**src/logic/gen_pkg.sv**
```systemverilog
// waveform generator shared definitions
// bus request/response, register map, generator states, control strobes
// and the configuration bundle handed to the pointer and state machine
package gen_pkg;

  // bus byte address and data widths, addr bit 12 selects the table
  localparam int aw = 13;
  localparam int dw = 32;

  // pointer width from table depth and fraction width
  function automatic int ptr_w(input int tbl_aw, input int frac_w);
    return tbl_aw + frac_w;
  endfunction

  // cfg field width, sized for the largest supported pointer
  localparam int cw = ptr_w(10, 16);

  typedef struct packed {
    logic          wen;
    logic          ren;
    logic [aw-1:0] addr;
    logic [dw-1:0] wdata;
  } bus_req_t;

  typedef struct packed {
    logic          ack;
    logic [dw-1:0] rdata;
  } bus_rsp_t;

  // register offsets, low 7 address bits
  typedef enum logic [6:0] {
    reg_ctl      = 7'h00,
    reg_trg_mask = 7'h08,
    reg_mode     = 7'h10,
    reg_siz      = 7'h14,
    reg_off      = 7'h18,
    reg_ste      = 7'h1c,
    reg_bdl      = 7'h24,
    reg_bpl      = 7'h28,
    reg_bpn      = 7'h2c,
    reg_sts_bpl  = 7'h30,
    reg_sts_bpn  = 7'h34,
    reg_mul      = 7'h40,
    reg_sum      = 7'h44,
    reg_ena      = 7'h48
  } reg_addr_e;

  // ctl write bits: bit0 rst, bit1 str, bit2 stp, bit3 swt
  typedef struct packed {
    logic swt;
    logic stp;
    logic str;
    logic rst;
  } ctl_t;

  typedef enum logic [1:0] {
    st_idle  = 2'd0,
    st_armed = 2'd1,
    st_run   = 2'd2
  } gen_state_e;

  typedef struct packed {
    logic          ben;
    logic          inf;
    logic [cw-1:0] siz;
    logic [cw-1:0] off;
    logic [cw-1:0] ste;
    logic [15:0]   bdl;
    logic [15:0]   bpl;
    logic [15:0]   bpn;
  } cfg_t;

endpackage
```
**src/logic/gen_ptr.sv**
```systemverilog
// table read pointer
// fixed point phase accumulator with wrap in continuous mode, burst step
// and period counters, gap flag and per-period / last-period events
module gen_ptr #(
  parameter int tbl_aw = 10,
  parameter int frac_w = 16
) (
  input  logic              bus,
  input  logic              arst_n,
  input  gen_pkg::cfg_t     cfg,
  input  logic              run,
  input  logic              ptr_load,
  input  logic              adv,
  output logic [tbl_aw-1:0] tbl_raddr,
  output logic              smp_zero,
  output logic              evn_per,
  output logic              evn_lst,
  output logic [15:0]       sts_bpl,
  output logic [15:0]       sts_bpn
);

  localparam int cw = gen_pkg::cw;

  logic [cw-1:0] ptr;
  logic [cw:0]   ptr_sum;
  logic [cw:0]   ptr_sub;
  logic [cw-1:0] ptr_nxt;
  logic [15:0]   bcnt;
  logic [15:0]   pcnt;
  logic          first;
  logic          step;
  logic          wrap;
  logic          per_end;
  logic          per_lst;

  // one table read per advancing run cycle
  assign step = run & adv;

  // accumulate with a carry bit, wrap only in continuous mode
  assign ptr_sum = ptr + cfg.ste;
  assign ptr_sub = ptr_sum - {1'b0, cfg.siz};
  assign wrap    = ~cfg.ben && (ptr_sum >= {1'b0, cfg.siz});
  assign ptr_nxt = wrap ? ptr_sub[cw-1:0] : ptr_sum[cw-1:0];

  // burst period boundaries
  assign per_end = cfg.ben && (bcnt == cfg.bpl - 16'd1);
  assign per_lst = per_end && ~cfg.inf && (pcnt == cfg.bpn - 16'd1);

  ////////////////////////////////////////////////////////////////////////////
  // pointer and counters
  ////////////////////////////////////////////////////////////////////////////

  always_ff @(posedge bus or negedge arst_n) begin
    if (!arst_n) begin
      ptr   <= '0;
      bcnt  <= '0;
      pcnt  <= '0;
      first <= 1'b0;
    end else if (ptr_load) begin
      ptr   <= cfg.off;
      bcnt  <= '0;
      pcnt  <= '0;
      first <= 1'b1;
    end else if (step) begin
      // next step opens a new period
      first <= wrap | per_end;
      if (per_end) begin
        ptr  <= cfg.off;
        bcnt <= '0;
        pcnt <= pcnt + 16'd1;
      end else begin
        ptr <= ptr_nxt;
        if (cfg.ben) bcnt <= bcnt + 16'd1;
      end
    end
  end

  // integer part addresses the table
  assign tbl_raddr = ptr[frac_w +: tbl_aw];

  // steps past the data length play silence
  assign smp_zero = cfg.ben && (bcnt >= cfg.bdl);

  assign evn_per = step & first;
  assign evn_lst = step & per_lst;
  assign sts_bpl = bcnt;
  assign sts_bpn = pcnt;

  a_ptr_range: assert property (@(posedge bus) disable iff (!arst_n)
    (run && !cfg.ben && cfg.siz != '0) |-> ptr < cfg.siz);

endmodule

```
**config.mk**
```make
export PLATFORM = sky130hd
export DESIGN_NAME = gen_ptr
export DESIGN_NICKNAME = d
export VERILOG_FILES = /design/src/logic/gen_pkg.sv /design/src/logic/gen_ptr.sv
export SDC_FILE = /design/constraint.sdc
export NUM_CORES = 1
export LEC_CHECK = 0
export BUFFER_PORTS_ARGS = -buffer_cell sky130_fd_sc_hd__buf_2
export CORE_MARGIN = 5
export CORE_UTILIZATION = 45
export CTS_CLUSTER_SIZE = 12
export DETAILED_ROUTE_END_ITERATION = 16
export GPL_ROUTABILITY_DRIVEN = 1
export HOLD_SLACK_MARGIN = 0.1
export PLACE_DENSITY = 0.72
export SETUP_SLACK_MARGIN = 0.02
export SLEW_MARGIN = 40
export SYNTH_ARGS = -nofsm -noshare
export SYNTH_HDL_FRONTEND = slang
export SYNTH_SLANG_ARGS = --single-unit
```
**constraint.sdc**
```tcl
create_clock -name bus -period 4.8 [get_ports bus]
set_input_delay 0.24 -clock bus [delete_from_list [all_inputs] [get_ports bus]]
set_output_delay 0.24 -clock bus [all_outputs]
set_load 0.1 [all_outputs]
```
==> results of run 1 <==
==> kinds of logic after synthesis <==
kind of cell / Yosys count / synth area share
DFF: 59 / 0.207
xor gates and xnor gates: 113 / 0.139
muxes: 20 / 0.0281
AOI/OAI and AO/OA: 239 / 0.214
buffers and inverters: 110 / 0.0664
adders and majority gates: 74 / 0.132
and+or+nand+nor: 313 / 0.214
==> repair_timing <==
| item | 4_1_cts | 5_1_grt |
|---|---|---|
| pin swaps | 8 | 23 |
| cloned | 2 | 0 |
| setup endpoints to repair | 24 | 27 |
| hold endpoints to repair | 0 | 59 |
| resized for setup | 12 | 25 |
| setup buffers | 10 | 7 |
| hold buffers | 0 | 1 |
==> sequential cells by signal, summed over array words and instances, names as in the netlist <==
name     count
ptr         26
sts_bpl     16
sts_bpn     16
first        1
==> power groups by stage <==
stage               Sequential, µW  Clock, µW  Combinational, µW
finish                         580        768               2660
floorplan                      581          0               1700
global route                   585        798               2890
CTS                            578        778               2480
detailed placement             586          0               2290
global placement               584          0               2280
==> cells in the mapped netlist (all sizes together) (3+ instances only) <==
library cell  number  share of area
o31ai              9         0.0095
xnor2             64          0.079
a2111oi            3         0.0037
nor2             121          0.064
nand3             28          0.020
o21bai             4         0.0042
a31oi             13          0.011
and3              13          0.011
and4               5         0.0061
nor3b              3         0.0032
o21a               7         0.0074
a211oi             7         0.0074
o21ai             39          0.027
nor4               7         0.0061
nand2             59          0.031
nor3              18          0.014
ha                72           0.13
a41o               3         0.0042
nand2b             7         0.0061
clkbuf            14         0.0074
a41oi              3         0.0037
a21o              12          0.013
nand4             14          0.012
xor2              49          0.060
nor2b              9         0.0079
a21oi             82          0.058
inv               75          0.039
mux2i             20          0.028
and2               4         0.0039
buf               21          0.019
a221o              5         0.0070
nand3b             5         0.0053
or4                6         0.0068
or2                7         0.0065
a221oi             3         0.0046
o22ai             22          0.019
dfrtp             59           0.21
==> layout by cell type, fill, tap and decap left out, types with 5 or more instances in the layout <==
cell / synthesis / final
buf_2: 9 / 177
nor2_1: 119 / 118
a21oi_1: 82 / 78
inv_1: 75 / 74
ha_1: 72 / 67
xnor2_1: 64 / 63
dfrtp_1: 59 / 59
nand2_1: 58 / 58
xor2_1: 49 / 49
buf_4: 11 / 40
o21ai_0: 39 / 39
nand3_1: 28 / 28
o22ai_1: 22 / 22
mux2i_1: 20 / 17
nor3_1: 16 / 16
nand4_1: 14 / 14
and3_1: 13 / 13
a21o_1: 12 / 12
a31oi_1: 13 / 10
clkbuf_16: 0 / 9
nor2b_1: 9 / 7
o21a_1: 7 / 7
nand2b_1: 7 / 7
o31ai_1: 9 / 7
nor4_1: 7 / 7
a211oi_1: 7 / 6
or2_2: 6 / 5
a221o_1: 5 / 5
or4_1: 5 / 5
nand3b_1: 5 / 5
buf_12: 0 / 5
==> through the flow <==
| stage | area, µm² | hold slack, ns | setup WS, ns |
|---|---|---|---|
| floorplan | 7130 | -0.0556 | 0.238 |
| global placement | 8350 | 0.464 | -0.00414 |
| detailed placement | 8350 | 0.478 | -0.126 |
| CTS | 8910 | 0.112 | 0.00280 |
| global route | 9100 | 0.171 | -0.203 |
| finish | 9100 | 0.164 | -0.00154 |
==> cell type report <==
class / count / area [µm²]
clock buffers: 11 / 243
clock inverters: 5 / 100
fillers: 1511 / 6610
inverters: 75 / 282
multi-input cells: 759 / 5370
flip-flops and latches: 59 / 1480
well taps: 216 / 270
repair buffers: 226 / 1360
==> worst min-delay path, stage by stage <==
cell,delay (ns)
buf_2,0.08
a21oi_1,0.05
o22ai_1,0.09
==> how the worst max path moves through the flow <==
stage / startpoint / endpoint / slack (ns) / depth (start not counted)
global placement: cfg[48] / ptr[13]$_DFFE_PN0P_ / -0.004 / 23
CTS: ptr[9]$_DFFE_PN0P_ / ptr[24]$_DFFE_PN0P_ / 0.003 / 19
floorplan: ptr[0]$_DFFE_PN0P_ / ptr[10]$_DFFE_PN0P_ / 0.24 / 21
global route: ptr[0]$_DFFE_PN0P_ / ptr[24]$_DFFE_PN0P_ / -0.20 / 20
finish: ptr[0]$_DFFE_PN0P_ / ptr[24]$_DFFE_PN0P_ / -0.002 / 20
detailed placement: ptr[0]$_DFFE_PN0P_ / ptr[12]$_DFFE_PN0P_ / -0.13 / 22
==> per-layer routing <==
| metal | track usage | vias to the layer above | share of wire |
|---|---|---|---|
| li1 | - | 3713 | - |
| met4 | 0.0672 | 4 | 0.019 |
| met2 | 0.412 | 249 | 0.48 |
| met5 | 0 | - | 0.00094 |
| met3 | 0.0359 | 34 | 0.067 |
| met1 | 0.302 | 3494 | 0.43 |
==> summary.md, run 1 <==
| Metric | Value |
|---|---|
| Status | `complete, but fails checks` |
| Violated checks | `setup timing` |
| H-tree depth | `3` |
| Critical hold path startpoint | `cfg[84]` |
| GRT overflow | `0` |
| Kind of start point of the critical path | `flop` |
| DRC Markers | `0` |
| RR Startpoint | `ptr[0]$_DFFE_PN0P_` |
| R2R depth | `20` |
| Final period utilization | `1.00` |
| Area of the mapped netlist | `0.00713 mm²` |
| Syn-to-layout area delta | `27.6%` |
| Initial antenna violation count | `2` |
| P_int | `2260 µW` |
| Vias in the first global route | `7,336` |
| CTS Buffer Depth | `2` |
| Clk pwr share | `0.192` |
| Layout Utilization | `0.579` |
| Post-Syn Instances | `928` |
| Worst-skew pair later-pin latency | `0.34 ns` |
| Flop pwr share | `0.145` |
| Routed WL per cell | `16.5 µm` |
| RSZ-0062 raised after global routing | `yes` |
| Largest net degree at the start of global routing | `60` |
| Die height | `136 µm` |
| Max VDD drop | `0.219 mV` |
| Die area | `0.0185 mm²` |
| CTS Buf Count | `9` |
| Via Count | `7,494` |
| Min Tclk post-route | `4.80 ns` |
| Mapped Nets | `1,135` |
| Sw Share | `0.436` |
| Min setup slack post-route | `-0.00154 ns` |
| Reg2reg end | `ptr[24]$_DFFE_PN0P_` |
| Initial Utilization | `0.454` |
| DRT iter0 DRCs | `462` |
| Fin cells | `1,351` |
| Hold WC Path Type | `in2reg` |
| Main synth FF type | `dfrtp_1` |
| Slew HR | `0.515` |
| Critical path's slowest cell | `or4b_4` |
| Final setup TNS | `-0.00154 ns` |
| EDFF count, synth | `0` |
| Maxcap violations | `0` |
| Crit path largest cell delay | `0.58 ns` |
| Site row count | `46` |
| Slew Limit Fails | `0` |
| Switching power | `1750 µW` |
| Arrival @ worst endpoint | `5.01 ns` |
| Least-Margin Pin Slew | `0.727 ns` |
| CTS sink count | `59` |
| Die width | `136 µm` |
| CP max FO | `7` |
| Overall power | `4010 µW` |
| Gr usage total | `0.236` |
| Part of the Yosys area used for sequential elements | `0.207` |
| Top Ports | `178` |
| Via/cell ratio | `5.55` |
| Total power per unit cell area | `441 mW/mm²` |
| Pre-Repair DR Iteration Count | `5` |
| Final setup violating endpoints | `1` |
| Antenna-violating nets left | `0` |
| Lkg Pwr | `0.00440 µW` |
| FFs w/ async S/R, synth | `1.00` |
| Hold Path Sink | `ptr[10]$_DFFE_PN0P_` |
| Critical-path cell list | `ha_2 > inv_2 > fa_2 > nor2b_2 > o31a_1 > a211oi_4 > or4b_4 > buf_4 > a31oi_4 > nor3_1 > nor2_1 > ha_1 > nor2b_2 > o41ai_2 > o31ai_2 > a311o_2 > buf_12 > buf_16 > and2_4 > a221o_1` |
| Worst path required time | `5.01 ns` |
| Worst path most repeated cell | `nor2b_2` |
| N_diodes | `0` |
| Setup Skew | `0.00970 ns` |
| Final-report hold violation count | `0` |
| Placed Instances | `1,316` |
| Combinational power share | `0.664` |
| Syn_area_per_cell | `7.68 µm²` |
| CTS tree | `yes` |
| Core area | `0.0157 mm²` |
| Hold Path Depth | `3` |
| Worst setup path class | `reg2reg` |
| Worst setup EP type | `flop` |
| Seq cells post-synth | `59` |
| First-pass GRT wire length | `35.4 mm` |
| DP Wirelength | `16.9 mm` |
| Nets@finish | `1,337` |
| Routability Congestion | `0.916` |
| Critical path buffers and inverters | `4` |
| Layout cells sized above 1 | `0.256` |
| FMAX | `208 MHz` |
| Root Buffer | `clkbuf_16` |
| Port Buffers | `177` |
| Yosys Warn Count | `0` |
| Clock transition at path regs | `0.06 ns` |
| Reg-to-reg slack, setup | `-0.002 ns` |
| Top delay family on crit path | `compound AO/OA/AOI/OAI gates` |
| Final wirelength | `22.4 mm` |
| Count of cell types in the netlist | `68` |
No activity file was read; power rests on OpenSTA's default activity.
==> inputs of run 2 (changes only) <==
--- a/config.mk
+++ b/config.mk
@@ -12,7 +12,7 @@
 export DETAILED_ROUTE_END_ITERATION = 16
 export GPL_ROUTABILITY_DRIVEN = 1
 export HOLD_SLACK_MARGIN = 0.1
-export PLACE_DENSITY = 0.72
+export PLACE_DENSITY = 0.69
 export SETUP_SLACK_MARGIN = 0.02
 export SLEW_MARGIN = 40
 export SYNTH_ARGS = -nofsm -noshare
==> constraint.sdc (replaced) <==
create_clock -name bus -period 4.45 [get_ports bus]
set_input_delay 0.2225 -clock bus [delete_from_list [all_inputs] [get_ports bus]]
set_output_delay 0.2225 -clock bus [all_outputs]
set_load 0.1 [all_outputs]
==> summary.md, run 2 (synthesis gave the netlist of run 1 again) <==
| Metric | Value |
|---|---|
| Initial antenna violation count | `1 (-1)` |
| Lkg Pwr | `0.00477 µW (+8.6%)` |
| N_diodes | `0 (unchanged)` |
| Hold WC Path Type | `in2reg` |
| DRC Markers | `0 (unchanged)` |
| Total power per unit cell area | `489 mW/mm² (+11%)` |
| First-pass GRT wire length | `36.6 mm (+3.4%)` |
| GR peak layer | `met2` |
| Final-report hold violation count | `0 (unchanged)` |
| Slew HR | `0.553 (+0.0373)` |
| Worst path most repeated cell | `nand2_2` |
| Kind of start point of the critical path | `flop` |
| CTS tree | `yes` |
| Slew Limit Fails | `0 (unchanged)` |
| Critical path's slowest cell | `or4_4` |
| CTS Buf Count | `9 (unchanged)` |
| Violated checks | `setup timing` |
| Max VDD drop | `0.271 mV (+23%)` |
| Die width | `136 µm (unchanged)` |
| Clock transition at path regs | `0.06 ns (about the same)` |
| Die height | `136 µm (unchanged)` |
| Post-Place Cell Area | `0.00880 mm² (+5.4%)` |
| Core area | `0.0157 mm² (unchanged)` |
| CP max FO | `5 (-2)` |
| GR Util met2 | `0.444 (+0.0321)` |
| GRT met1 Usage | `0.303 (+0.00128)` |
| Gr usage total | `0.247 (+0.0116)` |
| Port Buffers | `177 (unchanged)` |
| Maxcap violations | `0 (unchanged)` |
| DP Wirelength | `17.7 mm (+4.9%)` |
| H-tree depth | `3 (unchanged)` |
| Routability Congestion | `0.925 (+0.96%)` |
| Arrival @ worst endpoint | `4.83 ns (-0.18 ns)` |
| GR Layer Usage met3 | `0.0344 (-0.00148)` |
| CTS sink count | `59 (unchanged)` |
| Nets@finish | `1,407 (+5.2%)` |
| Vias in the first global route | `7,715 (+5.2%)` |
| Final setup violating endpoints | `25 (+24)` |
| Status | `complete, but fails checks` |
| Layout Utilization | `0.621 (+0.0419)` |
| Most frequent cells in the layout | `177 x buf_2, 115 x nor2_1, 104 x buf_4, 75 x a21oi_1, 74 x inv_1` |
| Placed Instances | `1,379 (+4.8%)` |
| Least-Margin Pin Slew | `0.654 ns (-0.0729 ns)` |
| Min setup slack post-route | `-0.169 ns (-0.167 ns)` |
| Final period utilization | `1.04 (+0.0376)` |
| Antenna-violating nets left | `0 (unchanged)` |
| Via Count | `7,828 (+4.5%)` |
| Via/cell ratio | `5.51 (-0.69%)` |
| Worst setup path class | `reg2reg` |
| RSZ-0062 raised after global routing | `yes` |
| Root Buffer | `clkbuf_16` |
| Top Ports | `178 (unchanged)` |
| Fin cells | `1,421 (+5.2%)` |
| Syn-to-layout area delta | `36.9%` |
| Layout cells sized above 1 | `0.316 (+0.0607)` |
| Placement Setup Slack | `-0.451 ns (-0.325 ns)` |
| Worst path required time | `4.66 ns (-0.35 ns)` |
| Crit path largest cell delay | `0.51 ns (-0.07 ns)` |
| GRT overflow | `0 (unchanged)` |
| Setup Skew | `0.0105 ns (+0.000812 ns)` |
| Max FFs per register | `26 (unchanged)` |
| Post-route cell area | `0.00976 mm² (+7.2%)` |
| Largest net degree at the start of global routing | `60 (unchanged)` |
| Worst setup EP type | `flop` |
| Site row count | `46 (unchanged)` |
| Worst-skew pair later-pin latency | `0.35 ns (about the same)` |
| FMAX | `217 MHz (+4.0%)` |
| DRT iter0 DRCs | `391 (-15%)` |
| Critical-path cell list | `ha_1 > a21oi_2 > o21ai_0 > a221o_1 > a22o_4 > o41ai_4 > buf_4 > xnor2_1 > inv_1 > ha_4 > nand2_2 > nor2_4 > nand2_2 > or4_4 > a31oi_1 > a311o_2 > buf_12 > buf_8 > mux2i_2 > o22ai_1` |
| Initial Utilization | `0.454 (unchanged)` |
| Commonest non-fill, non-tap cell in the layout | `buf_2` |
| Die area | `0.0185 mm² (unchanged)` |
| Final wirelength | `23.6 mm (+5.4%)` |
| Biggest register | `ptr` |
| CTS Buffer Depth | `2 (unchanged)` |
| Min Tclk post-route | `4.62 ns (-0.183 ns)` |
| Routed WL per cell | `16.6 µm (+0.17%)` |
| Pre-Repair DR Iteration Count | `5 (unchanged)` |
-- run 2: critical path, delay by kind of cell (launching register included) --
family                   cells  cell delay [ns]
AO/OA/AOI/OAI                8             1.76
XOR/XNOR                     1             0.16
adder cells (fa/ha/maj)      2             0.63
buffers and inverters        4             0.54
flip-flops                   1             0.38
multiplexers                 1             0.23
AND/OR/NAND/NOR              4             0.77
-- run 2: per-stage QoR --
stage                     hold WS, ns  TNS (ns)  total power, µW
final                           0.138     -2.27             4770
after global routing            0.152     -7.84             5070
after CTS                       0.106     -2.50             4490
after detailed placement        0.468    -10.04             3420
after global placement          0.452     -6.99             3390
after floorplan               -0.0731         0             2480
-- run 2: final timing paths --
kind                                     startpoint                 endpoint  slack [ns]  cells past startpoint
max in group asynchronous                    arst_n  sts_bpl[15]$_DFFE_PN0P_        3.53                      3
worst min register to register    first$_DFFE_PN0P_        first$_DFFE_PN0P_        0.55                      2
min in group asynchronous                    arst_n      ptr[14]$_DFFE_PN0P_        0.50                      3
worst max register to register  ptr[10]$_DFFE_PN0P_       ptr[8]$_DFFE_PN0P_       -0.17                     20
worst max-delay path            ptr[10]$_DFFE_PN0P_       ptr[8]$_DFFE_PN0P_       -0.17                     20
worst min-delay path                        cfg[86]      ptr[12]$_DFFE_PN0P_        0.14                      3
-- run 2: what timing repair did --
item | CTS | global route
buffers inserted | 16 | 10
hold endpoints to repair | 0 | 59
hold buffers | 0 | 1
pin swaps | 28 | 58
resized for setup | 39 | 42
endpoints found under the setup margin | 27 | 27
cloned | 1 | 0
-- run 2: power breakdown --
| part | switching [µW] | internal (µW) | total [µW] | leakage, µW |
|---|---|---|---|---|
| logic | 1730 | 1570 | 3300 | 0.00384 |
| registers | 44.8 | 587 | 632 | 0.000769 |
| clock network | 280 | 561 | 840 | 0.000169 |
| total | 2050 | 2720 | 4770 | 0.00477 |
-- run 2: area by class of cell --
type,count,area (µm²)
Fill cell,1427,5960
Clock buffer,11,243
Sequential cell,59,1480
Tap cell,216,270
Clock inverter,5,100
Timing Repair Buffer,296,1850
Inverter,75,282
Multi-Input combinational cell,759,5530
-- run 2: per-layer routing --
| metal | vias to the layer above | routed length [µm] |
|---|---|---|
| li1 | 3861 | - |
| met5 | - | 13 |
| met3 | 43 | 1520 |
| met2 | 249 | 11600 |
| met1 | 3673 | 9900 |
| met4 | 2 | 532 |
==> inputs of run 3 (changes only) <==
--- a/config.mk
+++ b/config.mk
@@ -5,16 +5,16 @@
 export SDC_FILE = /design/constraint.sdc
 export NUM_CORES = 1
 export LEC_CHECK = 0
-export BUFFER_PORTS_ARGS = -buffer_cell sky130_fd_sc_hd__buf_2
 export CORE_MARGIN = 5
 export CORE_UTILIZATION = 45
 export CTS_CLUSTER_SIZE = 12
 export DETAILED_ROUTE_END_ITERATION = 16
+export DONT_BUFFER_PORTS = 1
 export GPL_ROUTABILITY_DRIVEN = 1
 export HOLD_SLACK_MARGIN = 0.1
-export PLACE_DENSITY = 0.69
 export SETUP_SLACK_MARGIN = 0.02
 export SLEW_MARGIN = 40
 export SYNTH_ARGS = -nofsm -noshare
 export SYNTH_HDL_FRONTEND = slang
 export SYNTH_SLANG_ARGS = --single-unit
+export TNS_END_PERCENT = 10
==> summary.md, run 3 (synthesis gave the netlist of run 1 again) <==
| Metric | Value |
|---|---|
| Gr usage total | `0.238 (-0.00884)` |
| Slew HR | `0.566 (+0.0131)` |
| Min setup slack post-route | `-0.187 ns (-0.0180 ns)` |
| Critical path's slowest cell | `or4_1` |
| Final setup TNS | `-3.15 ns (-0.883 ns)` |
| Antenna-violating nets left | `0 (unchanged)` |
| Top delay family on crit path | `compound AO/OA/AOI/OAI gates` |
| Clock transition at path regs | `0.06 ns (about the same)` |
| Placement Setup Slack | `-0.392 ns (+0.0587 ns)` |
| Initial antenna violation count | `0 (-1)` |
| Worst-skew pair later-pin latency | `0.34 ns (about the same)` |
| Layout cells sized above 1 | `0.210 (-0.106)` |
| Least-Margin Pin Slew | `0.649 ns (-0.00571 ns)` |
| CTS Buffer Depth | `2 (unchanged)` |
| Overall power | `4420 µW (-7.3%)` |
| Initial Utilization | `0.454 (unchanged)` |
| Core area | `0.0157 mm² (unchanged)` |
| Syn-to-layout area delta | `28.7%` |
| Pre-Repair DR Iteration Count | `5 (unchanged)` |
| Largest net degree at the start of global routing | `60 (unchanged)` |
| Min Tclk post-route | `4.64 ns (+0.0180 ns)` |
| Critical path depth in cells | `20 (unchanged)` |
| Worst setup path class | `reg2reg` |
| R2R depth | `20 (unchanged)` |
| Final wirelength | `22.4 mm (-5.1%)` |
| Max VDD drop | `0.246 mV (-9.3%)` |
| Die width | `136 µm (unchanged)` |
| Die area | `0.0185 mm² (unchanged)` |
| Worst setup EP type | `flop` |
| Via/cell ratio | `5.56 (+0.95%)` |
| Routability Congestion | `0.880 (-4.9%)` |
| Root Buffer | `clkbuf_16` |
| CTS tree | `yes` |
| H-tree depth | `3 (unchanged)` |
| FMAX | `216 MHz (-0.39%)` |
| GRT overflow | `0 (unchanged)` |
| First-pass GRT wire length | `35.2 mm (-3.9%)` |
| DRC Markers | `0 (unchanged)` |
| Max FFs per register | `26 (unchanged)` |
| Site row count | `46 (unchanged)` |
| Hold WS | `0.116 ns (-0.0221 ns)` |
| Nets@finish | `1,286 (-8.6%)` |
| Filler cell count | `1,483 (+3.9%)` |
| Kind of start point of the critical path | `flop` |
| DRT iter0 DRCs | `457 (+17%)` |
| Routed WL per cell | `17.2 µm (+3.7%)` |
| Critical path buffers and inverters | `4 (unchanged)` |
| Critical-path cell list | `ha_1 > a21oi_2 > o21ai_1 > a221o_1 > a22o_1 > o41ai_2 > buf_4 > xnor2_1 > inv_1 > ha_4 > nand2_1 > nor2_2 > nand2_1 > or4_1 > a31oi_1 > a311o_2 > buf_6 > buf_12 > mux2i_2 > o22ai_1` |
| Slew Limit Fails | `0 (unchanged)` |
| Worst path most repeated cell | `nand2_1` |
| Setup Skew | `0.0108 ns (+0.000282 ns)` |
| Total power per unit cell area | `482 mW/mm² (-1.4%)` |
| DP Wirelength | `17.4 mm (-1.7%)` |
| Arrival @ worst endpoint | `4.85 ns (+0.02 ns)` |
| Top Ports | `178 (unchanged)` |
| Vias in the first global route | `7,206 (-6.6%)` |
| CTS Buf Count | `9 (unchanged)` |
| Final-report hold violation count | `0 (unchanged)` |
| CTS sink count | `59 (unchanged)` |
| RSZ-0062 raised after global routing | `yes` |
| Commonest non-fill, non-tap cell in the layout | `buf_4` |
| Most frequent cells in the layout | `144 x buf_4, 118 x nor2_1, 75 x a21oi_1, 74 x inv_1, 67 x ha_1` |
| Violated checks | `setup timing` |
| Maxcap violations | `0 (unchanged)` |
| Via Count | `7,235 (-7.6%)` |
| Port Buffers | `0 (-100%)` |
| Biggest register | `ptr` |
| Crit path largest cell delay | `0.52 ns (about the same)` |
| Hold WC Path Type | `in2reg` |
| Lkg Pwr | `0.00423 µW (-11%)` |
| Worst path required time | `4.67 ns (about the same)` |
| Status | `complete, but fails checks` |
| Die height | `136 µm (unchanged)` |
| Final setup violating endpoints | `27 (+8.0%)` |
| Hold Path Depth | `2 (-1)` |
| Post-route cell area | `0.00918 mm² (-6.0%)` |
| Final period utilization | `1.04 (+0.00405)` |
| Post-Place Cell Area | `0.00826 mm² (-6.2%)` |
| CP max FO | `6 (+1)` |
[run 3: final timing paths]
kind / end / slack [ns] / startpoint
max in group asynchronous: sts_bpn[14]$_DFFE_PN0P_ / 3.76 / arst_n
setup reg to reg: ptr[17]$_DFFE_PN0P_ / -0.19 / ptr[10]$_DFFE_PN0P_
hold / removal: ptr[4]$_DFFE_PN0P_ / 0.12 / cfg[78]
setup / recovery: ptr[17]$_DFFE_PN0P_ / -0.19 / ptr[10]$_DFFE_PN0P_
min in group asynchronous: ptr[18]$_DFFE_PN0P_ / 0.40 / arst_n
hold reg to reg: first$_DFFE_PN0P_ / 0.55 / first$_DFFE_PN0P_
[run 3: power by group]
part | switching [µW] | internal, µW
logic | 1620 | 1510
clock network | 273 | 389
registers | 33.2 | 587
[run 3: worst register-to-register path, stage by stage (launching register included)]
cell	delay [ns]
dfrtp_1	0.39
ha_1	0.32
a21oi_2	0.19
o21ai_1	0.13
a221o_1	0.38
a22o_1	0.27
o41ai_2	0.32
buf_4	0.18
xnor2_1	0.14
inv_1	0.11
ha_4	0.30
nand2_1	0.06
nor2_2	0.10
nand2_1	0.08
or4_1	0.52
a31oi_1	0.20
a311o_2	0.21
buf_6	0.15
buf_12	0.14
mux2i_2	0.23
o22ai_1	0.10
[run 3: routing by layer]
layer | wire (µm) | vias up | track usage
li1 | - | 3616 | -
met1 | 9190 | 3378 | 0.292
met2 | 11000 | 220 | 0.421
met3 | 1790 | 21 | 0.0496
met4 | 374 | 0 | 0.0728
met5 | 0 | - | 0
[run 3: per-stage QoR]
stage / utilization / std cells
3_5_place_dp: 0.525 / 1247
3_3_place_gp: 0.525 / 1247
6_report: 0.584 / 1301
5_1_grt: 0.584 / 1300
4_1_cts: 0.572 / 1295
2_1_floorplan: - / 928
[run 3: area by class of cell]
cell class              count  area [µm²]  share of cell area
clock inverters             5        30.0             0.00327
multi-input cells         759        5410               0.590
inverters                  75         282              0.0307
diodes                      1        2.50            0.000273
repair buffers            175        1460               0.159
well taps                 216         270              0.0295
clock buffers              11         243              0.0265
flip-flops and latches     59        1480               0.161
[run 3: timing repair]
| item | in CTS | in global routing |
|---|---|---|
| pin swaps | 24 | 27 |
| setup endpoints to repair | 27 | 27 |
| hold buffers | 21 | 0 |
| gates cloned | 1 | 0 |
| buffers inserted | 11 | 5 |
| gates resized for setup | 30 | 25 |
| endpoints found under the hold margin | 95 | 0 |
